[config.mk]
export PLATFORM = sky130hd
export DESIGN_NAME = rv_commit_top
export DESIGN_NICKNAME = d
export VERILOG_FILES = /design/src/common/rv_commit_pkg.sv /design/src/commit/rv_commit.sv /design/src/rv_trap_csr.sv /design/src/rv_commit_top.sv
export VERILOG_INCLUDE_DIRS = /design/src /design/src/common
export SDC_FILE = /design/constraint.sdc
export NUM_CORES = 1
export LEC_CHECK = 0
export ABC_AREA = 1
export BUFFER_PORTS_ARGS = -buffer_cell sky130_fd_sc_hd__buf_2
export CAP_MARGIN = 10
export CORE_ASPECT_RATIO = 1.2
export CORE_UTILIZATION = 42
export CTS_BUF_LIST = sky130_fd_sc_hd__clkbuf_16
export DETAILED_ROUTE_END_ITERATION = 6
export PLACE_DENSITY_LB_ADDON = 0.1
export SLEW_MARGIN = 15
export SYNTH_ARGS = -nofsm -noshare
export SYNTH_HDL_FRONTEND = slang
export SYNTH_SLANG_ARGS = --single-unit
[constraint.sdc]
create_clock -name clk -period 5.83 [get_ports clk]
set_clock_uncertainty 0.15 [all_clocks]
set_input_delay 0.2915 -clock clk [delete_from_list [all_inputs] [get_ports clk]]
set_output_delay 0.2915 -clock clk [all_outputs]
set_load 0.01 [all_outputs]
[src/common/rv_commit_macros.svh]
`ifndef RV_COMMIT_MACROS_SVH
`define RV_COMMIT_MACROS_SVH

// data and address width
`define RV_XLEN 32
// trap vector base after reset, direct mode
`define RV_MTVEC_RESET 32'h0000_0100

// mstatus field positions
`define RV_MSTATUS_MIE 3
`define RV_MSTATUS_MPIE 7
`define RV_MSTATUS_MPP 12:11
// mie and mip share these bit positions
`define RV_MI_MS 3
`define RV_MI_MT 7
`define RV_MI_ME 11

`endif

[src/common/rv_commit_pkg.sv]
package rv_commit_pkg;

	// error code carried by an instruction from the front end
	typedef enum logic [2:0] {
		ERR_NONE           = 3'b000, // clean
		ERR_ILLEGAL        = 3'b001, // illegal encoding
		ERR_PC_MISALIGN    = 3'b010, // fetch address misaligned
		ERR_IBUS_FAULT     = 3'b011, // instruction bus error
		ERR_LOAD_MISALIGN  = 3'b110, // load address misaligned
		ERR_STORE_MISALIGN = 3'b111  // store address misaligned
	} inst_err_e;

	// mcause code field, interrupt flag travels separately
	typedef enum logic [7:0] {
		CAUSE_INST_MISALIGN  = 8'd0,
		CAUSE_INST_FAULT     = 8'd1,
		CAUSE_ILLEGAL        = 8'd2,
		CAUSE_M_SW           = 8'd3, // machine software interrupt
		CAUSE_LOAD_MISALIGN  = 8'd4,
		CAUSE_LOAD_FAULT     = 8'd5,
		CAUSE_STORE_MISALIGN = 8'd6,
		CAUSE_STORE_FAULT    = 8'd7,
		CAUSE_M_ECALL        = 8'd11
	} trap_cause_e;

	// timer and external interrupts reuse the exception codes 7 and 11
	localparam trap_cause_e CAUSE_M_TMR = CAUSE_STORE_FAULT;
	localparam trap_cause_e CAUSE_M_EXT = CAUSE_M_ECALL;

	// bus error kind reported by the LSU
	typedef enum logic {
		LSU_LOAD_FAULT  = 1'b0,
		LSU_STORE_FAULT = 1'b1
	} lsu_err_e;

	// register select of the CSR access port
	typedef enum logic [2:0] {
		CSR_MSTATUS = 3'd0,
		CSR_MIE     = 3'd1,
		CSR_MTVEC   = 3'd2,
		CSR_MEPC    = 3'd3,
		CSR_MCAUSE  = 3'd4,
		CSR_MTVAL   = 3'd5,
		CSR_MIP     = 3'd6
	} csr_sel_e;

	function automatic logic is_sync_fault(inst_err_e code);
		return code[0] | code[1]; // any of the low two bits flags a fault
	endfunction

endpackage

[src/commit/rv_commit.sv]
`include "rv_commit_macros.svh"

module rv_commit import rv_commit_pkg::*;
(
	input  logic                clk,
	input  logic                resetn,

	input  logic                mstatus_mie_v, // global interrupt enable
	input  logic                mie_msie_v,
	input  logic                mie_mtie_v,
	input  logic                mie_meie_v,

	input  logic [`RV_XLEN-1:0] s_pst_inst, // raw instruction, for illegal only
	input  inst_err_e           s_pst_err_code,
	input  logic [`RV_XLEN-1:0] s_pst_pc_of_inst,
	input  logic                s_pst_is_b_inst,
	input  logic                s_pst_is_ecall_inst,
	input  logic                s_pst_is_mret_inst,
	input  logic [`RV_XLEN-1:0] s_pst_brc_pc_upd, // corrected pc of a branch
	input  logic                s_pst_prdt_jump,
	input  logic                s_pst_is_long_inst, // load/store, mul/div
	input  logic                s_pst_valid,
	output logic                s_pst_ready,

	input  logic [`RV_XLEN-1:0] s_lsu_expt_ls_addr,
	input  lsu_err_e            s_lsu_expt_err,
	input  logic                s_lsu_expt_valid,
	output logic                s_lsu_expt_ready,

	output logic                m_pst_inst_cmt,
	output logic                m_pst_need_imdt_wbk,
	output logic                m_pst_valid,
	input  logic                m_pst_ready,

	input  logic [`RV_XLEN-1:0] ls_addr, // agu address of a load/store
	input  logic                cfr_jump, // resolved branch direction

	input  logic                sw_itr_req, // levels, held until cleared at source
	input  logic                tmr_itr_req,
	input  logic                ext_itr_req,

	output logic                itr_expt_enter,
	output logic                itr_expt_is_intr,
	output trap_cause_e         itr_expt_cause,
	input  logic [`RV_XLEN-1:0] itr_expt_vec_baseaddr,
	output logic [`RV_XLEN-1:0] itr_expt_ret_addr,
	output logic [`RV_XLEN-1:0] itr_expt_val,

	output logic                itr_expt_ret,
	input  logic [`RV_XLEN-1:0] mepc_ret_addr,

	output logic                flush_req,
	input  logic                flush_ack,
	output logic [`RV_XLEN-1:0] flush_addr
);

	logic inst_fault; // instruction carries a sync fault
	logic pst_hs; // instruction accepted this cycle
	logic ecall_ok; // clean ecall
	logic mret_ok; // clean mret
	logic brc_prdt_failed;
	logic sw_itr_req_vld;
	logic tmr_itr_req_vld;
	logic ext_itr_req_vld;
	logic intr_req_vld;
	logic lsu_expt_req_vld;
	logic sync_expt_req_vld;
	logic lsu_expt_req_granted;
	logic sync_expt_req_granted;
	logic trap_processing; // inside a handler, no nesting
	logic flush_pending; // waiting for flush_ack

	assign inst_fault = is_sync_fault(s_pst_err_code);
	assign pst_hs     = s_pst_valid & s_pst_ready;
	assign ecall_ok   = ~inst_fault & s_pst_is_ecall_inst;
	assign mret_ok    = ~inst_fault & s_pst_is_mret_inst;

	// prediction differs from the resolved direction
	assign brc_prdt_failed = s_pst_valid & ~inst_fault & s_pst_is_b_inst &
		(s_pst_prdt_jump ^ cfr_jump);

	// masked interrupt requests, MIE is cleared on trap entry
	assign sw_itr_req_vld  = mstatus_mie_v & mie_msie_v & sw_itr_req;
	assign tmr_itr_req_vld = mstatus_mie_v & mie_mtie_v & tmr_itr_req;
	assign ext_itr_req_vld = mstatus_mie_v & mie_meie_v & ext_itr_req;
	assign intr_req_vld    = sw_itr_req_vld | tmr_itr_req_vld | ext_itr_req_vld;

	// sync and lsu faults dropped while a handler runs
	assign lsu_expt_req_vld  = ~trap_processing & s_lsu_expt_valid;
	assign sync_expt_req_vld = ~trap_processing & s_pst_valid & inst_fault;

	// mispredict > ext > sw > tmr > lsu > sync
	assign lsu_expt_req_granted  = ~brc_prdt_failed & ~intr_req_vld & lsu_expt_req_vld;
	assign sync_expt_req_granted = ~brc_prdt_failed & ~intr_req_vld & ~lsu_expt_req_vld &
		sync_expt_req_vld;

	// an ecall or faulted instruction may lose to an interrupt here
	assign itr_expt_enter = pst_hs & ~brc_prdt_failed &
		(intr_req_vld | lsu_expt_req_vld | sync_expt_req_vld | ecall_ok);
	assign itr_expt_is_intr = intr_req_vld;
	assign itr_expt_ret     = pst_hs & mret_ok;

	always_comb
	begin
		itr_expt_cause = CAUSE_INST_MISALIGN; // don't care without enter
		if (ext_itr_req_vld)
			itr_expt_cause = CAUSE_M_EXT;
		else if (sw_itr_req_vld)
			itr_expt_cause = CAUSE_M_SW;
		else if (tmr_itr_req_vld)
			itr_expt_cause = CAUSE_M_TMR;
		else if (lsu_expt_req_vld)
		begin
			if (s_lsu_expt_err == LSU_STORE_FAULT)
				itr_expt_cause = CAUSE_STORE_FAULT;
			else
				itr_expt_cause = CAUSE_LOAD_FAULT;
		end
		else if (sync_expt_req_vld)
		begin
			case (s_pst_err_code)
				ERR_ILLEGAL:        itr_expt_cause = CAUSE_ILLEGAL;
				ERR_PC_MISALIGN:    itr_expt_cause = CAUSE_INST_MISALIGN;
				ERR_IBUS_FAULT:     itr_expt_cause = CAUSE_INST_FAULT;
				ERR_LOAD_MISALIGN:  itr_expt_cause = CAUSE_LOAD_MISALIGN;
				ERR_STORE_MISALIGN: itr_expt_cause = CAUSE_STORE_MISALIGN;
				default:            itr_expt_cause = CAUSE_INST_MISALIGN;
			endcase
		end
		else if (ecall_ok)
			itr_expt_cause = CAUSE_M_ECALL;
	end

	// faulted instruction is refetched, everything else resumes at pc+4
	assign itr_expt_ret_addr = s_pst_pc_of_inst +
		{{(`RV_XLEN-3){1'b0}}, ~sync_expt_req_vld, 2'b00};

	always_comb
	begin
		itr_expt_val = '0;
		if (lsu_expt_req_granted)
			itr_expt_val = s_lsu_expt_ls_addr; // bus error address from lsu
		else if (sync_expt_req_granted)
		begin
			case (s_pst_err_code)
				ERR_LOAD_MISALIGN, ERR_STORE_MISALIGN: itr_expt_val = ls_addr;
				ERR_PC_MISALIGN, ERR_IBUS_FAULT:       itr_expt_val = s_pst_pc_of_inst;
				ERR_ILLEGAL:                           itr_expt_val = s_pst_inst;
				default:                               itr_expt_val = '0;
			endcase
		end
	end

	always_ff @(posedge clk or negedge resetn)
	begin
		if (!resetn)
			trap_processing <= 1'b0;
		else if (itr_expt_enter | itr_expt_ret)
			trap_processing <= itr_expt_enter; // entry wins over return
	end

	assign flush_req = pst_hs & (brc_prdt_failed | ecall_ok | mret_ok | intr_req_vld |
		lsu_expt_req_vld | sync_expt_req_vld);
	assign flush_addr = brc_prdt_failed ? s_pst_brc_pc_upd :
		mret_ok ? mepc_ret_addr : itr_expt_vec_baseaddr;

	// set on the request edge unless acked at once, cleared after the ack
	always_ff @(posedge clk or negedge resetn)
	begin
		if (!resetn)
			flush_pending <= 1'b0;
		else
			flush_pending <= (flush_pending | flush_req) & ~flush_ack;
	end

	assign s_pst_ready      = ~flush_pending & m_pst_ready;
	assign m_pst_valid      = ~flush_pending & s_pst_valid;
	// lsu fault only taken together with an instruction handshake
	assign s_lsu_expt_ready = ~flush_pending & m_pst_ready & s_pst_valid & lsu_expt_req_granted;

	assign m_pst_inst_cmt      = ~sync_expt_req_vld; // cancelled only on a taken sync fault
	assign m_pst_need_imdt_wbk = m_pst_inst_cmt & ~s_pst_is_long_inst;

endmodule

[src/rv_trap_csr.sv]
`include "rv_commit_macros.svh"

module rv_trap_csr import rv_commit_pkg::*;
(
	input  logic                clk,
	input  logic                resetn,

	input  logic                itr_expt_enter,
	input  logic                itr_expt_is_intr,
	input  trap_cause_e         itr_expt_cause,
	input  logic [`RV_XLEN-1:0] itr_expt_ret_addr,
	input  logic [`RV_XLEN-1:0] itr_expt_val,

	input  logic                itr_expt_ret,

	input  logic                sw_itr_req, // raw levels seen in mip
	input  logic                tmr_itr_req,
	input  logic                ext_itr_req,

	input  logic                csr_wen,
	input  csr_sel_e            csr_sel,
	input  logic [`RV_XLEN-1:0] csr_wdata,
	output logic [`RV_XLEN-1:0] csr_rdata,

	output logic                mstatus_mie_v,
	output logic                mie_msie_v,
	output logic                mie_mtie_v,
	output logic                mie_meie_v,

	output logic [`RV_XLEN-1:0] itr_expt_vec_baseaddr,
	output logic [`RV_XLEN-1:0] mepc_ret_addr
);

	logic                mstatus_mie;
	logic                mstatus_mpie;
	logic                mie_msie;
	logic                mie_mtie;
	logic                mie_meie;
	logic [`RV_XLEN-1:0] mtvec; // direct mode, low bits held at 0
	logic [`RV_XLEN-1:0] mepc;
	logic [`RV_XLEN-1:0] mcause;
	logic [`RV_XLEN-1:0] mtval;

	// MIE/MPIE stack, trap events take precedence over a write
	always_ff @(posedge clk or negedge resetn)
	begin
		if (!resetn)
		begin
			mstatus_mie  <= 1'b0;
			mstatus_mpie <= 1'b0;
		end
		else if (itr_expt_enter)
		begin
			mstatus_mpie <= mstatus_mie; // save and mask
			mstatus_mie  <= 1'b0;
		end
		else if (itr_expt_ret)
		begin
			mstatus_mie  <= mstatus_mpie; // restore
			mstatus_mpie <= 1'b1;
		end
		else if (csr_wen && csr_sel == CSR_MSTATUS)
		begin
			mstatus_mie  <= csr_wdata[`RV_MSTATUS_MIE];
			mstatus_mpie <= csr_wdata[`RV_MSTATUS_MPIE];
		end
	end

	always_ff @(posedge clk or negedge resetn)
	begin
		if (!resetn)
		begin
			mie_msie <= 1'b0;
			mie_mtie <= 1'b0;
			mie_meie <= 1'b0;
			mtvec    <= `RV_MTVEC_RESET;
		end
		else if (csr_wen)
		begin
			if (csr_sel == CSR_MIE)
			begin
				mie_msie <= csr_wdata[`RV_MI_MS];
				mie_mtie <= csr_wdata[`RV_MI_MT];
				mie_meie <= csr_wdata[`RV_MI_ME];
			end
			if (csr_sel == CSR_MTVEC)
				mtvec <= {csr_wdata[`RV_XLEN-1:2], 2'b00}; // mode field forced to direct
		end
	end

	// trap record, loaded on entry or by software
	always_ff @(posedge clk)
	begin
		if (itr_expt_enter)
		begin
			mepc   <= {itr_expt_ret_addr[`RV_XLEN-1:2], 2'b00};
			mcause <= {itr_expt_is_intr, {(`RV_XLEN-9){1'b0}}, itr_expt_cause};
			mtval  <= itr_expt_val;
		end
		else if (csr_wen)
		begin
			if (csr_sel == CSR_MEPC)
				mepc <= {csr_wdata[`RV_XLEN-1:2], 2'b00};
			if (csr_sel == CSR_MCAUSE)
				mcause <= csr_wdata;
			if (csr_sel == CSR_MTVAL)
				mtval <= csr_wdata;
		end
	end

	always_comb
	begin
		csr_rdata = '0;
		case (csr_sel)
			CSR_MSTATUS:
			begin
				csr_rdata[`RV_MSTATUS_MIE]  = mstatus_mie;
				csr_rdata[`RV_MSTATUS_MPIE] = mstatus_mpie;
				csr_rdata[`RV_MSTATUS_MPP]  = 2'b11; // machine mode only
			end
			CSR_MIE:
			begin
				csr_rdata[`RV_MI_MS] = mie_msie;
				csr_rdata[`RV_MI_MT] = mie_mtie;
				csr_rdata[`RV_MI_ME] = mie_meie;
			end
			CSR_MIP:
			begin
				csr_rdata[`RV_MI_MS] = sw_itr_req; // read-only pending view
				csr_rdata[`RV_MI_MT] = tmr_itr_req;
				csr_rdata[`RV_MI_ME] = ext_itr_req;
			end
			CSR_MTVEC:  csr_rdata = mtvec;
			CSR_MEPC:   csr_rdata = mepc;
			CSR_MCAUSE: csr_rdata = mcause;
			CSR_MTVAL:  csr_rdata = mtval;
			default:    csr_rdata = '0;
		endcase
	end

	assign mstatus_mie_v         = mstatus_mie;
	assign mie_msie_v            = mie_msie;
	assign mie_mtie_v            = mie_mtie;
	assign mie_meie_v            = mie_meie;
	assign itr_expt_vec_baseaddr = mtvec;
	assign mepc_ret_addr         = mepc;

endmodule

[src/rv_commit_top.sv]
`include "rv_commit_macros.svh"

module rv_commit_top import rv_commit_pkg::*;
(
	input  logic                clk,
	input  logic                resetn,

	input  logic [`RV_XLEN-1:0] s_pst_inst,
	input  inst_err_e           s_pst_err_code,
	input  logic [`RV_XLEN-1:0] s_pst_pc_of_inst,
	input  logic                s_pst_is_b_inst,
	input  logic                s_pst_is_ecall_inst,
	input  logic                s_pst_is_mret_inst,
	input  logic [`RV_XLEN-1:0] s_pst_brc_pc_upd,
	input  logic                s_pst_prdt_jump,
	input  logic                s_pst_is_long_inst,
	input  logic                s_pst_valid,
	output logic                s_pst_ready,

	input  logic [`RV_XLEN-1:0] s_lsu_expt_ls_addr,
	input  lsu_err_e            s_lsu_expt_err,
	input  logic                s_lsu_expt_valid,
	output logic                s_lsu_expt_ready,

	output logic                m_pst_inst_cmt,
	output logic                m_pst_need_imdt_wbk,
	output logic                m_pst_valid,
	input  logic                m_pst_ready,

	input  logic [`RV_XLEN-1:0] ls_addr,
	input  logic                cfr_jump,

	input  logic                sw_itr_req,
	input  logic                tmr_itr_req,
	input  logic                ext_itr_req,

	output logic                itr_expt_enter, // trap entry strobe
	output logic                itr_expt_is_intr,
	output trap_cause_e         itr_expt_cause,
	output logic [`RV_XLEN-1:0] itr_expt_ret_addr,
	output logic [`RV_XLEN-1:0] itr_expt_val,
	output logic                itr_expt_ret, // mret strobe

	output logic                flush_req,
	input  logic                flush_ack,
	output logic [`RV_XLEN-1:0] flush_addr,

	input  logic                csr_wen,
	input  csr_sel_e            csr_sel,
	input  logic [`RV_XLEN-1:0] csr_wdata,
	output logic [`RV_XLEN-1:0] csr_rdata
);

	// enables and addresses fed back from the csr block
	logic                mstatus_mie_v;
	logic                mie_msie_v;
	logic                mie_mtie_v;
	logic                mie_meie_v;
	logic [`RV_XLEN-1:0] itr_expt_vec_baseaddr;
	logic [`RV_XLEN-1:0] mepc_ret_addr;

	rv_commit u_commit (.*); // all names match one to one

	rv_trap_csr u_trap_csr (.*);

endmodule

==> results of run 1 <==
[critical path, delay by kind of cell (launching register included)]
kind                   cells  cell delay [ns]
buffers and inverters      3             0.66
DFF                        1             0.45
and+or+nand+nor            5             1.80
[kinds of logic after synthesis]
logic type | Yosys count | synth area share [%]
buffers and inverters | 148 | 7.41
AOI/OAI and AO/OA | 184 | 12.2
xor gates and xnor gates | 15 | 1.50
muxes | 27 | 3.47
other | 1 | 0.0428
adders and majority gates | 2 | 0.286
DFF | 131 | 40.2
and+or+nand+nor | 735 | 35.0
[metal layers]
layer	wire length, µm	GRT usage [%]	part of all wire [%]
met1	14300	41.8	39
met2	18200	58.1	50
met3	2810	6.54	7.7
met4	1170	13.7	3.2
met5	0	0	0
[per-stage QoR]
step	cells	setup WS, ns	power (mW)	hold WS [ns]	area, µm²
3_5_place_dp	1802	2.37	2.15	0.299	10600
2_1_floorplan	1246	2.46	1.76	-0.154	8770
4_1_cts	1848	2.05	3.23	0.00141	11400
5_1_grt	1850	1.79	3.39	0.00299	11400
3_3_place_gp	1802	2.44	2.15	0.289	10600
6_report	1851	2.01	3.24	0.00573	11400
[power by group through the flow]
stage                     Clock [mW]  Sequential, mW  Combinational, mW
after global placement             0            1.24              0.904
after CTS                       1.09            1.23              0.920
final                           1.08            1.23              0.931
after floorplan                    0            1.22              0.538
after global routing            1.12            1.25               1.02
after detailed placement           0            1.24              0.908
[state kept, by name, indices dropped and copies added, names as in the netlist]
register	flops
u_trap_csr.mepc_ret_addr	30
u_trap_csr.mie_meie_v	1
u_commit.trap_processing	1
u_commit.flush_pending	1
u_trap_csr.mstatus_mie_v	1
u_trap_csr.itr_expt_vec_baseaddr	30
u_trap_csr.mcause	32
u_trap_csr.mtval	32
u_trap_csr.mie_mtie_v	1
u_trap_csr.mstatus_mpie	1
u_trap_csr.mie_msie_v	1
[Yosys cell counts (all sizes together), types with 2 or more instances]
library cell    n
a21oi          89
a22o            3
a22oi          28
buf            45
clkbuf         30
dfrtp          36
dfxtp          23
edfxtp         71
ha              2
inv            72
mux2           27
nand2         495
nand3          86
nand3b         12
nand4          38
nor2          101
o211ai         22
o21ai          39
xnor2           5
xor2           10
[path summary, 6_finish.rpt]
kind / cells past startpoint / slack [ns] / start / to
max reg2reg: 7 / 2.31 / u_trap_csr.mstatus_mie_v / u_trap_csr.mcause[31]
min in group asynchronous: 2 / 0.45 / resetn / u_trap_csr.itr_expt_vec_baseaddr[10]
max in group asynchronous: 2 / 4.44 / resetn / u_trap_csr.itr_expt_vec_baseaddr[31]
min reg2reg: 2 / 0.30 / u_trap_csr.mcause[16] / u_trap_csr.mcause[16]
max: 8 / 2.01 / u_trap_csr.mstatus_mie_v / itr_expt_enter
min: 2 / 0.006 / csr_wdata[26] / u_trap_csr.itr_expt_vec_baseaddr[26]
[final cells by class]
type                       count  area, µm²  area share (%)
antenna                        1       2.50          0.0220
clock buffer                  19        475            4.17
clock inverter                13        131            1.15
inverter                      73        274            2.41
multi-input combinational    967       4630            40.6
sequential                   131       3520            30.9
tap                          265        332            2.91
timing repair buffer         382       2030            17.8
==> flow_metrics.env, run 1 <==
export IMPL_status="completed"
export IMPL_clock_path_buffers=2
export IMPL_fmaxAchievable_mhz=262
export IMPL_cp_data_arrival_time_ns=3.38
export IMPL_place_gp_congestion=0.934
export IMPL_maxCapViolations=0
export IMPL_postRouteAntennaNets=0
export IMPL_crit_fanout=68
export IMPL_grt_pass1_vias=9670
export IMPL_p_comb_share_pct=28.7
export IMPL_path_clk_slew_ns=0.06
export IMPL_fin_nets=1789
export IMPL_cts_max_level=4
export IMPL_worst_pin_slew_ns=1.15
export IMPL_drv_slew=0
export IMPL_first_iter_violations=732
export IMPL_final_common_cell="nand2_1"
export IMPL_track_usage_pct=34.0
export IMPL_p_sw_share_pct=33.2
export IMPL_power_density_nw_per_um2=284
export IMPL_wirelength_mm=36.5
export IMPL_final_core_utilization_pct=56.0
export IMPL_hold_buffers=14
export IMPL_wl_per_cell_um=19.7
export IMPL_syn_area_um2=8760
export IMPL_drive_above_1_share_pct=28.1
export IMPL_numCtsBuffers=17
export IMPL_peakVddDrop_mv=0.225
export IMPL_synth_edf_count=71
export IMPL_synthesis_area_per_instance_um2=7.05
export IMPL_yosysWarnings=0
export IMPL_end_kind="primary output"
export IMPL_leakagePower_nw=5.69
export IMPL_power_share_clock_pct=33.3
export IMPL_seqPwrFrac_pct=37.9
export IMPL_cp_common_cell="nand2_2"
export IMPL_final_setup_viol_count=0
export IMPL_synthFlopType="edfxtp_1"
export IMPL_cts_num_sinks=131
export IMPL_portBuffers=355
export IMPL_min_period_ns=3.82
export IMPL_p_switching_mw=1.07
export IMPL_grt_pass1_wl_mm=54.7
export IMPL_firstDrtPassIters=5
export IMPL_overflow=0
export IMPL_syn_to_final_growth_pct=30.0
export IMPL_yosysTopAreaCell="edfxtp_1"
export IMPL_fillCellCount=2080
export IMPL_final_hold_violation_count=0
export IMPL_postCtsSetupRepairBufs=0
export IMPL_fin_tns_setup_ns=0
export IMPL_die_w_um=134
export IMPL_required_ns=5.39
export IMPL_holdCritPathClass="in -> reg"
export IMPL_route_vias_total=10079
export IMPL_crit_chain="nand3_1, nand2_1, nor2_4, nand2_2, nand2_2, inv_2, buf_4, buf_2"
export IMPL_core_area_um2=20300
export IMPL_p_int_mw=2.17
export IMPL_ys_seq_area_share_pct=40.2
export IMPL_num_rows=57
export IMPL_cts_root_buffer_cell="clkbuf_16"
export IMPL_rsz0062_at_grt="false"
export IMPL_syn_inst=1243
export IMPL_cts_repair_resized=0
export IMPL_hpwl_mm=27.8
export IMPL_timing_slew_headroom_pct=23.3
export IMPL_grt_max_degree=69
export IMPL_die_h_um=160
export IMPL_synth_cell_type_count=39
export IMPL_fin_crit_sh_pct=65.6
export IMPL_via_per_inst=5.45
export IMPL_startpoint_type="register"
export IMPL_die_area_um2=21400
export IMPL_antenna_found_initial=1
export IMPL_initial_core_util_pct=43.1
export IMPL_boundaryPins=360
export IMPL_max_stage_delay_ns=0.70
export IMPL_route_detailed_drc=0
export IMPL_synth_top_area_share_pct=24.3
export IMPL_clkLatencyLatePin_ns=0.42
export IMPL_synth_area_leaders="edfxtp_1 24%, nand2_1 21%, dfrtp_1 10%"
export IMPL_async_flop_share_pct=28.2
export IMPL_cts_tree="built"
export IMPL_final_cell_mix="492 x nand2_1, 355 x buf_2, 94 x nor2_1"
export IMPL_path_class="reg -> out"
export IMPL_ys_ff_latch=131
export IMPL_cp_slowest_cell="nand2_2"
(Power assumes the default switching activity.)
==> inputs of run 2 (changes only) <==
- clock period: 5.83 -> 4 ns (I/O delays scaled with it)
==> run 2 against run 1 <==
- global-route usage grew 0.54 points
- core utilization grew 1.3 points
- critical path depth grew 3
- non-clock buffer count grew 31
- routed wire length grew 2.3%
- hold slack gained 0.059 ns
- sequential share of layout area shrank 0.69 points
- cell count grew 1.7%
- setup slack lost 1.2 ns
- die area is the same
- critical endpoint is now itr_expt_ret_addr[17]
- combinational power grew 48%
==> flow_metrics.env, run 2 (synthesis gave the netlist of run 1 again) <==
export IMPL_status="completed"
export IMPL_drive_above_1_share_pct=28.3
export IMPL_hold_buffers=34
export IMPL_crit_fanout=5
export IMPL_cts_num_sinks=131
export IMPL_r2r_slack_ns=1.38
export IMPL_wirelength_mm=37.3
export IMPL_final_cell_mix="492 x nand2_1, 355 x buf_2, 94 x nor2_1"
export IMPL_path_buf_inv=4
export IMPL_final_setup_viol_count=0
export IMPL_timing_rr_start="u_commit.trap_processing"
export IMPL_cp_depth=11
export IMPL_cts_repair_resized=0
export IMPL_multi_input_comb_area_um2=4630
export IMPL_r2r_cells=13
export IMPL_syn_to_final_growth_pct=33.0
export IMPL_route_detailed_drc=0
export IMPL_cp_slowest_cell="xor2_1"
export IMPL_clkLatencyLatePin_ns=0.42
export IMPL_final_common_cell="nand2_1"
export IMPL_crit_chain="inv_1, nand2_1, inv_1, nand2_1, ha_1, inv_1, nor2_1, nand2_1, nor2_1, xor2_1, buf_2"
export IMPL_seq_area_um2=3520
export IMPL_antenna_found_initial=1
export IMPL_end_kind="primary output"
export IMPL_initial_core_util_pct=43.1
export IMPL_path_class="reg -> out"
export IMPL_timing_slew_headroom_pct=27.1
export IMPL_hold_slack_ns=0.0646
export IMPL_path_clk_slew_ns=0.06
export IMPL_cp_top_family="simple AND/OR/NAND/NOR gates"
export IMPL_overflow=0
export IMPL_fmaxAchievable_mhz=317
export IMPL_num_rows=57
export IMPL_grt_pass1_wl_mm=55.8
export IMPL_r2r_end="u_trap_csr.mepc_ret_addr[18]"
export IMPL_first_iter_violations=802
export IMPL_cts_root_buffer_cell="clkbuf_16"
export IMPL_power_density_nw_per_um2=405
export IMPL_via_per_inst=5.47
export IMPL_maxCapViolations=0
export IMPL_fin_nets=1820
export IMPL_boundaryPins=360
export IMPL_drv_slew=0
export IMPL_peakVddDrop_mv=0.273
export IMPL_max_stage_delay_ns=0.38
export IMPL_fin_crit_sh_pct=78.8
export IMPL_holdCritPathClass="in -> reg"
export IMPL_place_gp_congestion=0.942
export IMPL_rsz0062_at_grt="false"
export IMPL_cts_max_level=4
export IMPL_postRouteAntennaNets=0
export IMPL_die_h_um=160
export IMPL_clock_path_buffers=2
export IMPL_fin_tns_setup_ns=0
export IMPL_startpoint_type="register"
export IMPL_firstDrtPassIters=5
export IMPL_wl_per_cell_um=19.8
export IMPL_portBuffers=355
export IMPL_grt_max_degree=56
export IMPL_worst_pin_slew_ns=1.09
export IMPL_reg_top3="u_trap_csr.mcause: 32 flops, u_trap_csr.mtval: 32 flops"
export IMPL_track_usage_pct=34.6
export IMPL_postCtsSetupRepairBufs=0
export IMPL_leakagePower_nw=5.81
export IMPL_required_ns=3.65
export IMPL_final_hold_violation_count=0
export IMPL_core_area_um2=20300
export IMPL_grt_pass1_vias=9794
export IMPL_die_area_um2=21400
export IMPL_fillCellCount=2086
export IMPL_cp_data_arrival_time_ns=2.80
export IMPL_hpwl_mm=28.4
export IMPL_startpoint="u_commit.trap_processing"
export IMPL_route_vias_total=10302
export IMPL_numCtsBuffers=17
export IMPL_cts_tree="built"
export IMPL_die_w_um=134
export IMPL_min_period_ns=3.15
export IMPL_cp_endpoint="itr_expt_ret_addr[17]"
run 2: cell count changes in the layout (fill, tap and decap cells not counted):
cell | before | now
clkinvlp_4 | 2 | 5
clkbuf_16 | 19 | 17
clkinv_1 | 4 | 2
buf_4 | 11 | 23
diode_2 | 1 | 2
clkinv_2 | 2 | 1
buf_8 | 2 | 0
buf_12 | 0 | 1
dlygate4sd3_1 | 14 | 34
inv_6 | 1 | 3
run 2: final cells by class:
type	count	area share [%]
antenna	2	0.0430
clock buffer	17	3.65
timing repair buffer	413	19.8
inverter	73	2.35
multi-input combinational	967	39.7
clock inverter	15	1.36
sequential	131	30.2
tap	265	2.85
run 2: worst register-to-register path, stage by stage (launching register included):
cell and delay [ns]:
dfrtp_1 0.32, inv_1 0.06, nand2_1 0.07, inv_1 0.08, nand2_1 0.13, ha_1 0.27, ha_1 0.25, nand3_2 0.16
inv_1 0.13, nand2_1 0.19, nor2_1 0.18, xor2_1 0.33, nand2_1 0.09, nand2_1 0.07
run 2: worst min-delay path by stage:
stage                   start                              endpoint  slack, ns  depth (start not counted)
finish                csr_wen                 u_trap_csr.mie_msie_v       0.06                          3
global route          csr_wen                 u_trap_csr.mie_msie_v       0.09                          3
detailed placement     resetn  u_trap_csr.itr_expt_vec_baseaddr[10]       0.28                          1
floorplan              resetn                u_commit.flush_pending      -0.25                          0
CTS                   csr_wen                 u_trap_csr.mie_msie_v       0.05                          3
global placement    flush_ack                u_commit.flush_pending       0.27                          4
run 2: stage by stage:
step	util, %	instances	worst slack, ns	total power [mW]	area (µm²)
2_1_floorplan	-	1246	0.724	2.57	8770
3_3_place_gp	52.7	1815	1.36	3.14	10700
3_5_place_dp	52.7	1815	1.33	3.15	10700
4_1_cts	57.3	1881	0.887	4.71	11600
5_1_grt	57.3	1882	0.661	4.92	11600
6_report	57.3	1883	0.848	4.72	11700
run 2: where the power goes:
| group | total, mW | internal, mW | switching (mW) |
|---|---|---|---|
| clock network | 1.54 | 0.921 | 0.624 |
| logic | 1.38 | 0.512 | 0.870 |
| registers | 1.80 | 1.68 | 0.116 |
| total | 4.72 | 3.11 | 1.61 |
run 2: metal layers:
layer | global-route usage, % | part of all wire [%] | routed length [µm] | vias up
met1 | 42.9 | 39 | 14400 | 4740
met2 | 58.5 | 49 | 18200 | 590
met3 | 6.22 | 8.9 | 3310 | 107
met5 | 0 | 0 | 0 | -
met4 | 14.5 | 3.7 | 1370 | 0
li1 | - | - | - | 4865
